File: src/osdPkg.sv
// geometry and colour are fixed at build time
// sizes wrap at 10 bits so modes above 1023 pixels or lines are not measured
package osdPkg;

	// ********************************************************************
	// widths
	// ********************************************************************
	localparam int colorW = 6;
	localparam int cntW = 10;
	localparam int bufAddrW = 11;

	// ********************************************************************
	// window geometry and colour
	// ********************************************************************
	localparam logic [cntW-1:0] osdWidth = 10'd256;
	localparam logic [cntW-1:0] osdHeight = 10'd128;
	localparam logic [cntW-1:0] doubleScanLines = 10'd350;

	// shifts from the centred position
	localparam logic signed [cntW-1:0] osdXOffset = '0;
	localparam logic signed [cntW-1:0] osdYOffset = '0;

	// two bits each for r, g and b
	localparam logic [colorW-1:0] osdColor = '1;

	// command class from the top bits of the first byte
	typedef enum logic [1:0] {
		cmdNone,
		cmdWrite,
		cmdEnable
	} spiCmdE;

	typedef struct packed {
		logic [colorW-1:0] r;
		logic [colorW-1:0] g;
		logic [colorW-1:0] b;
	} rgbT;

	typedef struct packed {
		logic we;
		logic [bufAddrW-1:0] addr;
		logic [7:0] data;
	} bufWriteT;

	typedef struct packed {
		logic [cntW-1:0] hCnt;
		logic [cntW-1:0] vCnt;
		logic [cntW-1:0] dspWidth;
		logic [cntW-1:0] dspHeight;
		logic hActive;
		logic vActive;
	} videoTimingT;

endpackage

File: src/spiCmdReceiver.sv
// SPI mode 0 with MSB first; SPI_SS3 high frames every transfer
// the enable level survives between transfers and powers up at 0
`timescale 1ns/1ns

module spiCmdReceiver (
	input  logic SPI_SCK,
	input  logic SPI_SS3,
	input  logic SPI_DI,
	output osdPkg::bufWriteT bufWrite,
	output logic osdEnable
);

	logic [4:0] bitCnt;
	logic [7:0] shiftReg;
	logic [7:0] rxByte;
	logic [osdPkg::bufAddrW-1:0] wrAddr;
	logic writeStrobe;
	osdPkg::spiCmdE cmd;
	osdPkg::spiCmdE rxCmd;
	logic enableReg = 1'b0;

	// byte completed by the bit on the line now
	assign rxByte = {shiftReg[6:0], SPI_DI};

	always_comb begin
		if (rxByte[7:3] == 5'b00100) begin
			rxCmd = osdPkg::cmdWrite;
		end else if (rxByte[7:4] == 4'b0100) begin
			rxCmd = osdPkg::cmdEnable;
		end else begin
			rxCmd = osdPkg::cmdNone;
		end
	end

	// ********************************************************************
	// bit and byte framing
	// ********************************************************************

	// counts 0..7 cover the command byte, then 8..15 repeat per data byte
	always_ff @(posedge SPI_SCK or posedge SPI_SS3) begin
		if (SPI_SS3) begin
			bitCnt <= '0;
			wrAddr <= '0;
		end else begin
			if (bitCnt < 5'd15) begin
				bitCnt <= bitCnt + 5'd1;
			end else begin
				bitCnt <= 5'd8;
			end

			// low command bits pick the row, column restarts at 0
			if (bitCnt == 5'd7) begin
				wrAddr <= {rxByte[2:0], 8'h00};
			end else if (writeStrobe) begin
				wrAddr <= wrAddr + 1'b1;
			end
		end
	end

	// ********************************************************************
	// command latch and enable register
	// ********************************************************************
	always_ff @(posedge SPI_SCK) begin
		shiftReg <= rxByte;
		if (bitCnt == 5'd7) begin
			cmd <= rxCmd;
			if (rxCmd == osdPkg::cmdEnable) begin
				enableReg <= SPI_DI;
			end
		end
	end

	// strobe lasts while the last bit of a data byte is on the line
	assign writeStrobe = (cmd == osdPkg::cmdWrite) && (bitCnt == 5'd15);

	assign bufWrite = '{we: writeStrobe, addr: wrAddr, data: rxByte};
	assign osdEnable = enableReg;

endmodule

File: config.mk
export PLATFORM = sky130hd
export DESIGN_NAME = spiCmdReceiver
export DESIGN_NICKNAME = d
export VERILOG_FILES = /design/src/osdPkg.sv /design/src/spiCmdReceiver.sv
export SDC_FILE = /design/constraint.sdc
export NUM_CORES = 1
export LEC_CHECK = 0
export BUFFER_PORTS_ARGS = -buffer_cell sky130_fd_sc_hd__buf_4
export CAP_MARGIN = 30
export CORE_MARGIN = 2
export CORE_UTILIZATION = 43
export CTS_CLUSTER_SIZE = 20
export DETAILED_ROUTE_END_ITERATION = 12
export PLACE_DENSITY = 0.69
export REMOVE_ABC_BUFFERS = 1
export SYNTH_ARGS = -nofsm -noshare
export SYNTH_HDL_FRONTEND = slang
export SYNTH_SLANG_ARGS = --single-unit
File: constraint.sdc
create_clock -name SPI_SCK -period 3.1 [get_ports SPI_SCK]
set_input_delay 0.62 -clock SPI_SCK [delete_from_list [all_inputs] [get_ports SPI_SCK]]
set_output_delay 0.62 -clock SPI_SCK [all_outputs]
set_load 0.01 [all_outputs]
==> summary by stage, run 1 <==
Outcome
The run finished with clean final reports.

GRT
The global-route wire length before repair is 3260 um. Summed over all layers, the global routing overflow is 0. The most used routing layer is met2.

The met2 routing resource usage after global routing is 25.0%. The initial antenna violation count is 0. Global routing used 3.01% of the available met3 tracks.

Across every metal layer, demand over resource in global routing totals 15.6%. The largest net degree at the start of global routing is 17. Global routing consumed, on the met1 layer, 19.9% of the routing resources. The via count of the first global-routing pass is 718.

Place
The congestion estimate from routability-driven global placement came to 0.729. The total of buffers placed on input and output ports is 23. The detailed-placement wirelength estimate is 1480 um.

In this run, placement finished with an instance count of 146.

STA
At the pin with the least slew margin, the transition time is 0.611 ns. Setup violations remaining at the end of the flow were counted as 0. The fraction of the cycle the final worst path needs is 77.5%. Summed over all failing endpoints, the final setup total negative slack is 0 ns. The post-layout minimum cycle time is 2.40 ns. The final-report max-slew violation count is 0. The top achievable clock speed is 416 MHz. In this run the tightest slew margin relative to its limit is 59.2%.

The worst hold slack is 0.363 ns. The final worst clock skew is 0.00238 ns. The number of hold violations in the final report is 0.

Setup repair after global routing left no endpoint under its margin.

Power
For this design the total switching power over the nets is 114 uW. The leakage power of the design is 0.649 nW. The internal power of the cells totals 434 uW. Of the total power, the clock network draws 30.5%. The fraction of power consumed by sequential logic is 64.9%. Across the VDD grid, the largest voltage drop is 0.332 mV.

The share of power burned in combinational logic is 4.6%. The power density over cell area is 412 nW/um^2. The net switching share of the total power is 20.8%.

Drt
The DRC marker count from the first detailed-route iteration is 18. The post-detailed-route DRC marker count is 0. Wires add up to 1970 um. The number of iterations in the first detailed-routing pass is 4.

The total via count after detailed routing is 766. The remaining antenna violation count after routing is 0. The ratio of routed vias to standard cells is 5.11. The final routed wire length divided by cell count is 13.1 um.

Floorplanning
The floorplan step set the die height to 54.7 um. In this run the standard cell core region covers 2450 um^2. The count of boundary I/O pins is 24. The initial utilization of the core area, before any placement, comes to 45.1%. The die covers 3000 um^2. Row generation in the floorplan step produced 18 rows.

The overall die width is 54.7 um.

Worst setup path
The stage delay of the slowest cell on the critical path is 0.44 ns. For the worst setup path, the data required time is 2.48 ns. The startpoint class of the critical path is a flop.

The critical path start-end classification is flop to output pin. Traced cell by cell, the critical path runs through ha_1 -> and3_1 -> ha_1 -> and3b_1 -> buf_4. Together, buffers and inverters on the worst path number 1.

The biggest fanout along the worst timing path is 5. In this design, the largest share of critical-path delay is due to adder cells. The worst setup path is captured at an output pin. The most used cell along the critical path is sky130_fd_sc_hd__ha_1. The data arrival time of the worst path is 1.78 ns. The slowest stage cell on the critical path is sky130_fd_sc_hd__dfrtp_1.

CTS
The number of gates given a new drive strength after cts is 0. In this run the deepest clock path goes through 2 buffers. The H-tree depth is 1.

For the worst-skew pair, the clock arrives at the later sink with an insertion delay of 0.31 ns. For this design, the CTS-stage hold fixing added 0 buffers. The root buffer selected by CTS is sky130_fd_sc_hd__clkbuf_4. The number of setup buffers added after CTS is 0. The number of buffers created by CTS is 3. After clock tree synthesis, the clock-pin slew on the worst setup and hold paths is 0.14 ns. For this design, the sink count on the clock tree is 26. TritonCTS built the clock tree.

Logic synthesis
The count of warnings emitted by yosys is 0. Summing the areas of all xor and xnor instances in the mapped netlist gives 7.12% of the synthesized area. After synthesis, the share of flip-flops with an asynchronous set or reset is 61.5%. Summing the areas of all compound-gate instances in the mapped netlist gives 3.05% of the synthesized area.

Among all flip-flop cells after synthesis, the most frequent one is sky130_fd_sc_hd__dfrtp_1. Summing the sequential cell areas from Yosys gives 56.9% of the chip area. The synthesized netlist contains 33 unique library cells.

The netlist area before placement is 1110 um^2. Counting flops and latches in the post-synthesis netlist gives 26. In this run, synthesis inferred 3 flip-flops with an integrated enable. The post-synthesis average cell area is 11.4 um^2. Synthesis handed over a netlist of 97 instances. The main combinational cell family by area after synthesis is simple AND/OR/NAND/NOR gates. The fraction of synthesized area in multiplexers is 1.92%.

The post-synthesis share of cell area spent on and, or, nand and nor gates is 24.4%. Of the total synthesized cell area, the portion taken by full adders, half adders and majority gates is 3.39%.

Layout
Leaving out filler cells and counting taps, the final layout contains 150. The leading cell type in the layout, fill and taps excluded is sky130_fd_sc_hd__buf_4. The synthesis-to-finish area growth is 20.1%.

The sequential cells in the finished layout cover a total of 631 um^2. In the final layout, the multi-input gates occupy 442 um^2. In the final design database the tool counted 127 nets. The fraction of layout instances using a drive strength above 1 is 26.7%. Once layout is complete, the utilization of the core stands at 54.2%. The filler cells instantiated in the layout total 225. 0 antenna diodes ended up in the layout. Leaving out fill and tap cells, the most frequent cells in the layout are sky130_fd_sc_hd__buf_4, sky130_fd_sc_hd__dfrtp_1, sky130_fd_sc_hd__nor2_1.

Run
Across the run, the number of max-cap violations was 0.

Worst hold path
The type of the worst min-delay path is primary input to async pin.
cell families (layout without fill, tap and decap cells):
| kind of cell | count (synthesis) | in the layout |
|---|---|---|
| AO/OA/AOI/OAI | 6 | 6 |
| adder cells (fa/ha/maj) | 3 | 3 |
| AND/OR/NAND/NOR | 44 | 44 |
| flip-flops | 26 | 26 |
| XOR/XNOR | 9 | 9 |
| multiplexers | 2 | 2 |
| buffers and inverters | 7 | 30 |
worst paths after layout:
check	startpoint	to	slack, ns	cells after the start
max	bitCnt[0]	bufWrite[19]	0.70	5
min	SPI_SS3	wrAddr[2]	0.36	2
max reg2reg	bitCnt[0]	wrAddr[8]	1.24	7
min reg2reg	shiftReg[0]	shiftReg[1]	0.39	0
max in group asynchronous	SPI_SS3	wrAddr[8]	2.34	2
min in group SPI_SCK	shiftReg[0]	shiftReg[1]	0.39	0
metal layers:
metal / wire, um / part of all wire [%]
met1: 897 / 45
met2: 948 / 48
met3: 98 / 5.0
met4: 27 / 1.4
met5: 0 / 0
worst reg2reg max path, cell delays in order, from the launching register on:
cell and delay (ns):
sky130_fd_sc_hd__dfrtp_1 0.44, sky130_fd_sc_hd__ha_1 0.25, sky130_fd_sc_hd__and3_1 0.15, sky130_fd_sc_hd__ha_1 0.22, sky130_fd_sc_hd__and4b_2 0.27, sky130_fd_sc_hd__nand4_1 0.13, sky130_fd_sc_hd__xor2_1 0.21, sky130_fd_sc_hd__o21ai_1 0.08
cell type report:
| type | instances | share of cell area [%] |
|---|---|---|
| sequential | 26 | 47.4 |
| timing repair buffer | 23 | 13.0 |
| inverter | 3 | 0.847 |
| multi-input combinational | 64 | 33.2 |
| clock buffer | 4 | 2.73 |
| tap | 30 | 2.82 |
flip-flops by register name, indices dropped and copies added, names as in the netlist:
register / flops
shiftReg: 7
osdEnable: 1
wrAddr: 11
bitCnt: 5
cmd: 2
power groups by stage:
| stage | Combinational, mW | Sequential (mW) | Clock [mW] |
|---|---|---|---|
| finish | 0.0250 | 0.356 | 0.167 |
| detailed placement | 0.0257 | 0.363 | 0 |
| floorplan | 0.00620 | 0.365 | 0 |
| global route | 0.0277 | 0.357 | 0.187 |
| global placement | 0.0253 | 0.362 | 0 |
| CTS | 0.0258 | 0.356 | 0.173 |
cell usage after synthesis, drive strengths merged, types with 2 or more instances:
| master | instances | area, um^2 |
|---|---|---|
| dfxtp | 7 | 140 |
| xnor2 | 4 | 35.0 |
| nand3 | 5 | 25.0 |
| ha | 3 | 37.5 |
| buf | 3 | 20.0 |
| nor2 | 12 | 45.0 |
| a21oi | 3 | 15.0 |
| and2 | 3 | 18.8 |
| edfxtp | 3 | 90.1 |
| inv | 3 | 11.3 |
| nor3 | 2 | 10.0 |
| o21ai | 2 | 10.0 |
| nor4 | 2 | 27.5 |
| dfrtp | 16 | 400 |
| and3 | 3 | 18.8 |
| xor2 | 5 | 43.8 |
| nand4 | 3 | 25.0 |
| nand2 | 7 | 26.3 |
through the flow:
step	total power [mW]	instance area [um^2]	setup slack (ns)
finish	0.548	1330	0.696
detailed placement	0.389	1290	1.05
CTS	0.555	1330	0.670
global route	0.572	1330	0.590
floorplan	0.371	1080	1.24
global placement	0.388	1290	1.08
Note: power is estimated with default switching activity, not from simulation.
==> run 2: changes to the inputs <==
--- a/config.mk
+++ b/config.mk
@@ -5,13 +5,14 @@
 export SDC_FILE = /design/constraint.sdc
 export NUM_CORES = 1
 export LEC_CHECK = 0
+export ABC_AREA = 1
 export BUFFER_PORTS_ARGS = -buffer_cell sky130_fd_sc_hd__buf_4
 export CAP_MARGIN = 30
 export CORE_MARGIN = 2
 export CORE_UTILIZATION = 43
 export CTS_CLUSTER_SIZE = 20
 export DETAILED_ROUTE_END_ITERATION = 12
-export PLACE_DENSITY = 0.69
+export PLACE_DENSITY = 0.71
 export REMOVE_ABC_BUFFERS = 1
 export SYNTH_ARGS = -nofsm -noshare
 export SYNTH_HDL_FRONTEND = slang
==> constraint.sdc (replaced) <==
create_clock -name SPI_SCK -period 2 [get_ports SPI_SCK]
set_input_delay 0.4 -clock SPI_SCK [delete_from_list [all_inputs] [get_ports SPI_SCK]]
set_output_delay 0.4 -clock SPI_SCK [all_outputs]
set_load 0.01 [all_outputs]
==> summary by stage, run 2 <==
Layout
The antenna diode count came to 0 (unchanged). The leading cell type in the layout, fill and taps excluded is sky130_fd_sc_hd__nand2_1. The net total in the final layout is 177 (+39%). The library cells used most frequently in the layout, excluding fill and tap cells, are sky130_fd_sc_hd__nand2_1, sky130_fd_sc_hd__buf_4, sky130_fd_sc_hd__inv_1. The fraction of layout instances using a drive strength above 1 came to 30.0% (+3.3 points).

More flip-flops sit in one register than any other, and that register is wrAddr. The largest registers in the layout are wrAddr: 11 flops, shiftReg: 7 flops, bitCnt: 5 flops. The number of flip-flops under the largest register name is 11 (unchanged). Compared with the post-synthesis result, the final layout area differs by 23.1%. The number of standard cells in the final layout excluding fillers came to 201 (+34%).

Logic synthesis
Ranked by total cell area, the synthesized netlist is headed by sky130_fd_sc_hd__dfrtp_1, sky130_fd_sc_hd__dfxtp_1, sky130_fd_sc_hd__nand2_1. The top flip-flop cell by instance count after synthesis is sky130_fd_sc_hd__dfrtp_1. sky130_fd_sc_hd__nand2_1 is the most common cell in the netlist. The count of warnings emitted by yosys is 0 (unchanged). The number of enable-type register cells in the synthesized netlist is 3 (unchanged). The portion of synthesized cell area occupied by the leading cell type came to 32.3% (-3.8 points). The post-synthesis average cell area is 8.66 um^2 (-24%).

The netlist area before placement was 1240 um^2 (+12%). The number of synthesized register bits was 26 (unchanged). Ranked by instance count, the synthesized netlist is headed by sky130_fd_sc_hd__nand2_1, sky130_fd_sc_hd__inv_1, sky130_fd_sc_hd__dfrtp_1, sky130_fd_sc_hd__nor2_1, sky130_fd_sc_hd__nand3_1.

The post-synthesis cell type with the largest combined area is sky130_fd_sc_hd__dfrtp_1. The number of unique standard cell types used by synthesis is 26 (-21%). The share of flip-flops with an asynchronous set or reset after synthesis was 61.5% (unchanged). The synthesized instance count is 143 (+47%). The register area share after synthesis was 50.9% (-6.0 points).

STA
The final-report max-slew violation count came to 0 (unchanged). For the finished layout, the period the worst path requires is 1.95 ns. The worst slew slack as a fraction of its limit is 57.0% (-2.2 points). Setup repair after global routing could not meet its margin everywhere. The final worst clock skew is 0.0135 ns (+0.0112 ns). The final-report setup violation count is 0 (unchanged). The worst-margin pin slew was 0.645 ns (+0.0335 ns). The fraction of the cycle the final worst path needs is 97.6%. The number of hold violations in the final report was 0 (unchanged). The setup total negative slack is 0 ns (unchanged). The final critical-path setup slack is 0.0487 ns (-0.648 ns). Derived from the worst setup path, the maximum achievable clock frequency is 512 MHz.

Power
The fraction of power consumed by sequential logic came to 57.6% (-7.3 points). The leakage power of the design is 0.750 nW (+16%). The reported net switching power is 192 uW (+68%). The overall power was 954 uW (+74%). The power density over cell area was 625 nW/um^2 (+52%). The worst voltage drop across the vdd grid is 0.721 mV (+120%). The internal power is 762 uW (+76%). The share of power burned in combinational logic is 4.2% (-0.4 points). The net switching share of the total power is 20.1% (-0.71 points). The clock group share of total power is 38.2% (+7.7 points).

Place
The detailed-placement wirelength estimate is 1820 um (+22%). The total of buffers placed on input and output ports is 23 (unchanged). The final estimated routing congestion in global placement is 0.733 (+0.55%). The cell total after placement was 195 (+34%). The setup slack after placement is 0.344 ns (-0.702 ns).

Worst setup path
The data arrival time of the worst path is 1.55 ns (-0.23 ns). The required time of the worst setup path was 1.60 ns (-0.88 ns). The startpoint class of the critical path is a flop. The nature of the critical path endpoint is an output pin. By startpoint and endpoint, the worst setup path is classified as flop to output pin. The count of cells along the worst register-to-register path was 11 (+4). The biggest fanout along the worst timing path is 2 (-3).

GRT
The initial antenna violation count is 0 (unchanged). The via count of the first global-routing pass is 963 (+34%). The met1 usage in global routing was 22.0% (+2.1 points). The total routing usage reported by global routing is 16.9% (+1.3 points). The global-route wire length before repair is 4290 um (+32%). The met3 routing resource usage after global routing is 2.01% (-1.0 points). The largest net degree at the start of global routing was 17 (unchanged). The total global routing overflow is 0 (unchanged). met2 is the most crowded layer.

The met2 routing resource usage after global routing is 28.9% (+3.9 points).

Floorplanning
The count of boundary I/O pins came to 24 (unchanged). The area of the die came to 3330 um^2 (+11%). The placement row count came to 19 (+1). The overall die width is 57.7 um (+5.3%). The die outline height came to 57.7 um (+5.3%).

The starting density of the core is 44.9% (-0.19 points). The core outline area was 2760 um^2 (+12%).

CTS
The total number of clock tree sinks came to 26 (unchanged). TritonCTS built the clock tree. The clock-pin slew of the registers on the worst-case setup and hold paths is 0.15 ns (about the same). The root buffer selected by CTS is sky130_fd_sc_hd__clkbuf_4. The clock latency on the worst-skew pair came to 0.33 ns (+0.02 ns).

The H-tree depth is 1 (unchanged). The number of buffers between clock root and the deepest sink was 2 (unchanged). The number of buffers added to fix hold violations after cts is 0 (unchanged).

The number of buffers created by CTS came to 3 (unchanged).

Drt
The final routed wire length divided by cell count was 12.4 um (-6.0%). The total via count after detailed routing is 990 (+29%). The remaining antenna violation count after routing was 0 (unchanged).

The number of iterations in the first detailed-routing pass is 4 (unchanged). The total wire length after detailed routing is 2480 um (+26%). The DRC marker count from the first detailed-route iteration is 23 (+5). The post-detailed-route DRC marker count came to 0 (unchanged).

The ratio of routed vias to standard cells came to 4.93 (-3.6%).

Run
The count of max-cap constraint violations is 0 (unchanged).

Worst hold path
The type of the worst min-delay path is primary input to async pin.

Outcome
The flow ran to the end, and the final reports show no timing, DRC or antenna violations.
-- run 2: worst max-delay path: stages, from the launching register on --
cell and delay, ns:
sky130_fd_sc_hd__dfrtp_1 0.38, sky130_fd_sc_hd__ha_2 0.21, sky130_fd_sc_hd__nand2_4 0.07, sky130_fd_sc_hd__nor2_4 0.09, sky130_fd_sc_hd__ha_2 0.19, sky130_fd_sc_hd__nand2_2 0.05, sky130_fd_sc_hd__nor2_2 0.10, sky130_fd_sc_hd__buf_4 0.13
-- run 2: kinds of logic after synthesis --
logic type | after synthesis | synth area share, %
AND/OR/NAND/NOR | 78 | 32.9
buffers and inverters | 26 | 9.09
flip-flops | 26 | 50.9
AO/OA/AOI/OAI | 10 | 4.04
adder cells (fa/ha/maj) | 3 | 3.03
-- run 2: metal layers --
layer  routed length (um)  part of all wire, %  up-vias
met4                   38                  1.5        0
met1                 1100                   44      462
met2                 1240                   50       25
li1                     -                    -      498
met5                    0                    0        -
met3                  107                  4.3        5
-- run 2: stage by stage --
step                area [um^2]  hold WS, ns  util [%]
finish                     1530        0.134      55.3
global route               1530        0.178      55.3
CTS                        1500        0.162      54.3
detailed placement         1440        0.362      52.0
global placement           1440        0.357      52.0
floorplan                  1220        0.314         -
-- run 2: final timing paths --
check,startpoint,slack [ns],endpoint
max,bitCnt[0],0.05,bufWrite[19]
min,SPI_SS3,0.13,wrAddr[4]
max reg2reg,bitCnt[0],0.35,wrAddr[6]
min reg2reg,shiftReg[1],0.38,shiftReg[2]
max in group asynchronous,SPI_SS3,1.44,bitCnt[2]
min in group SPI_SCK,SPI_DI,0.20,shiftReg[0]
-- run 2: power groups by stage --
stage          registers (mW)  logic, mW  clock network [mW]
4_1_cts                 0.550     0.0411               0.369
5_1_grt                 0.551     0.0444               0.391
3_5_place_dp            0.560     0.0410                   0
3_3_place_gp            0.559     0.0395                   0
6_report                0.550     0.0399               0.364
2_1_floorplan           0.563     0.0118                   0
-- run 2: layout make-up --
class | instances | area (um^2)
Clock inverter | 1 | 30.0
Multi-Input combinational cell | 91 | 518
Timing Repair Buffer | 25 | 188
Fill cell | 257 | 1230
Sequential cell | 26 | 631
Clock buffer | 3 | 22.5
Inverter | 24 | 97.6
Tap cell | 31 | 38.8
-- run 2: what timing repair did --
item                                    CTS  global route
setup buffers                             1             1
endpoints found under the setup margin    1             1
resized for setup                         1             6
pin swaps                                 0             1
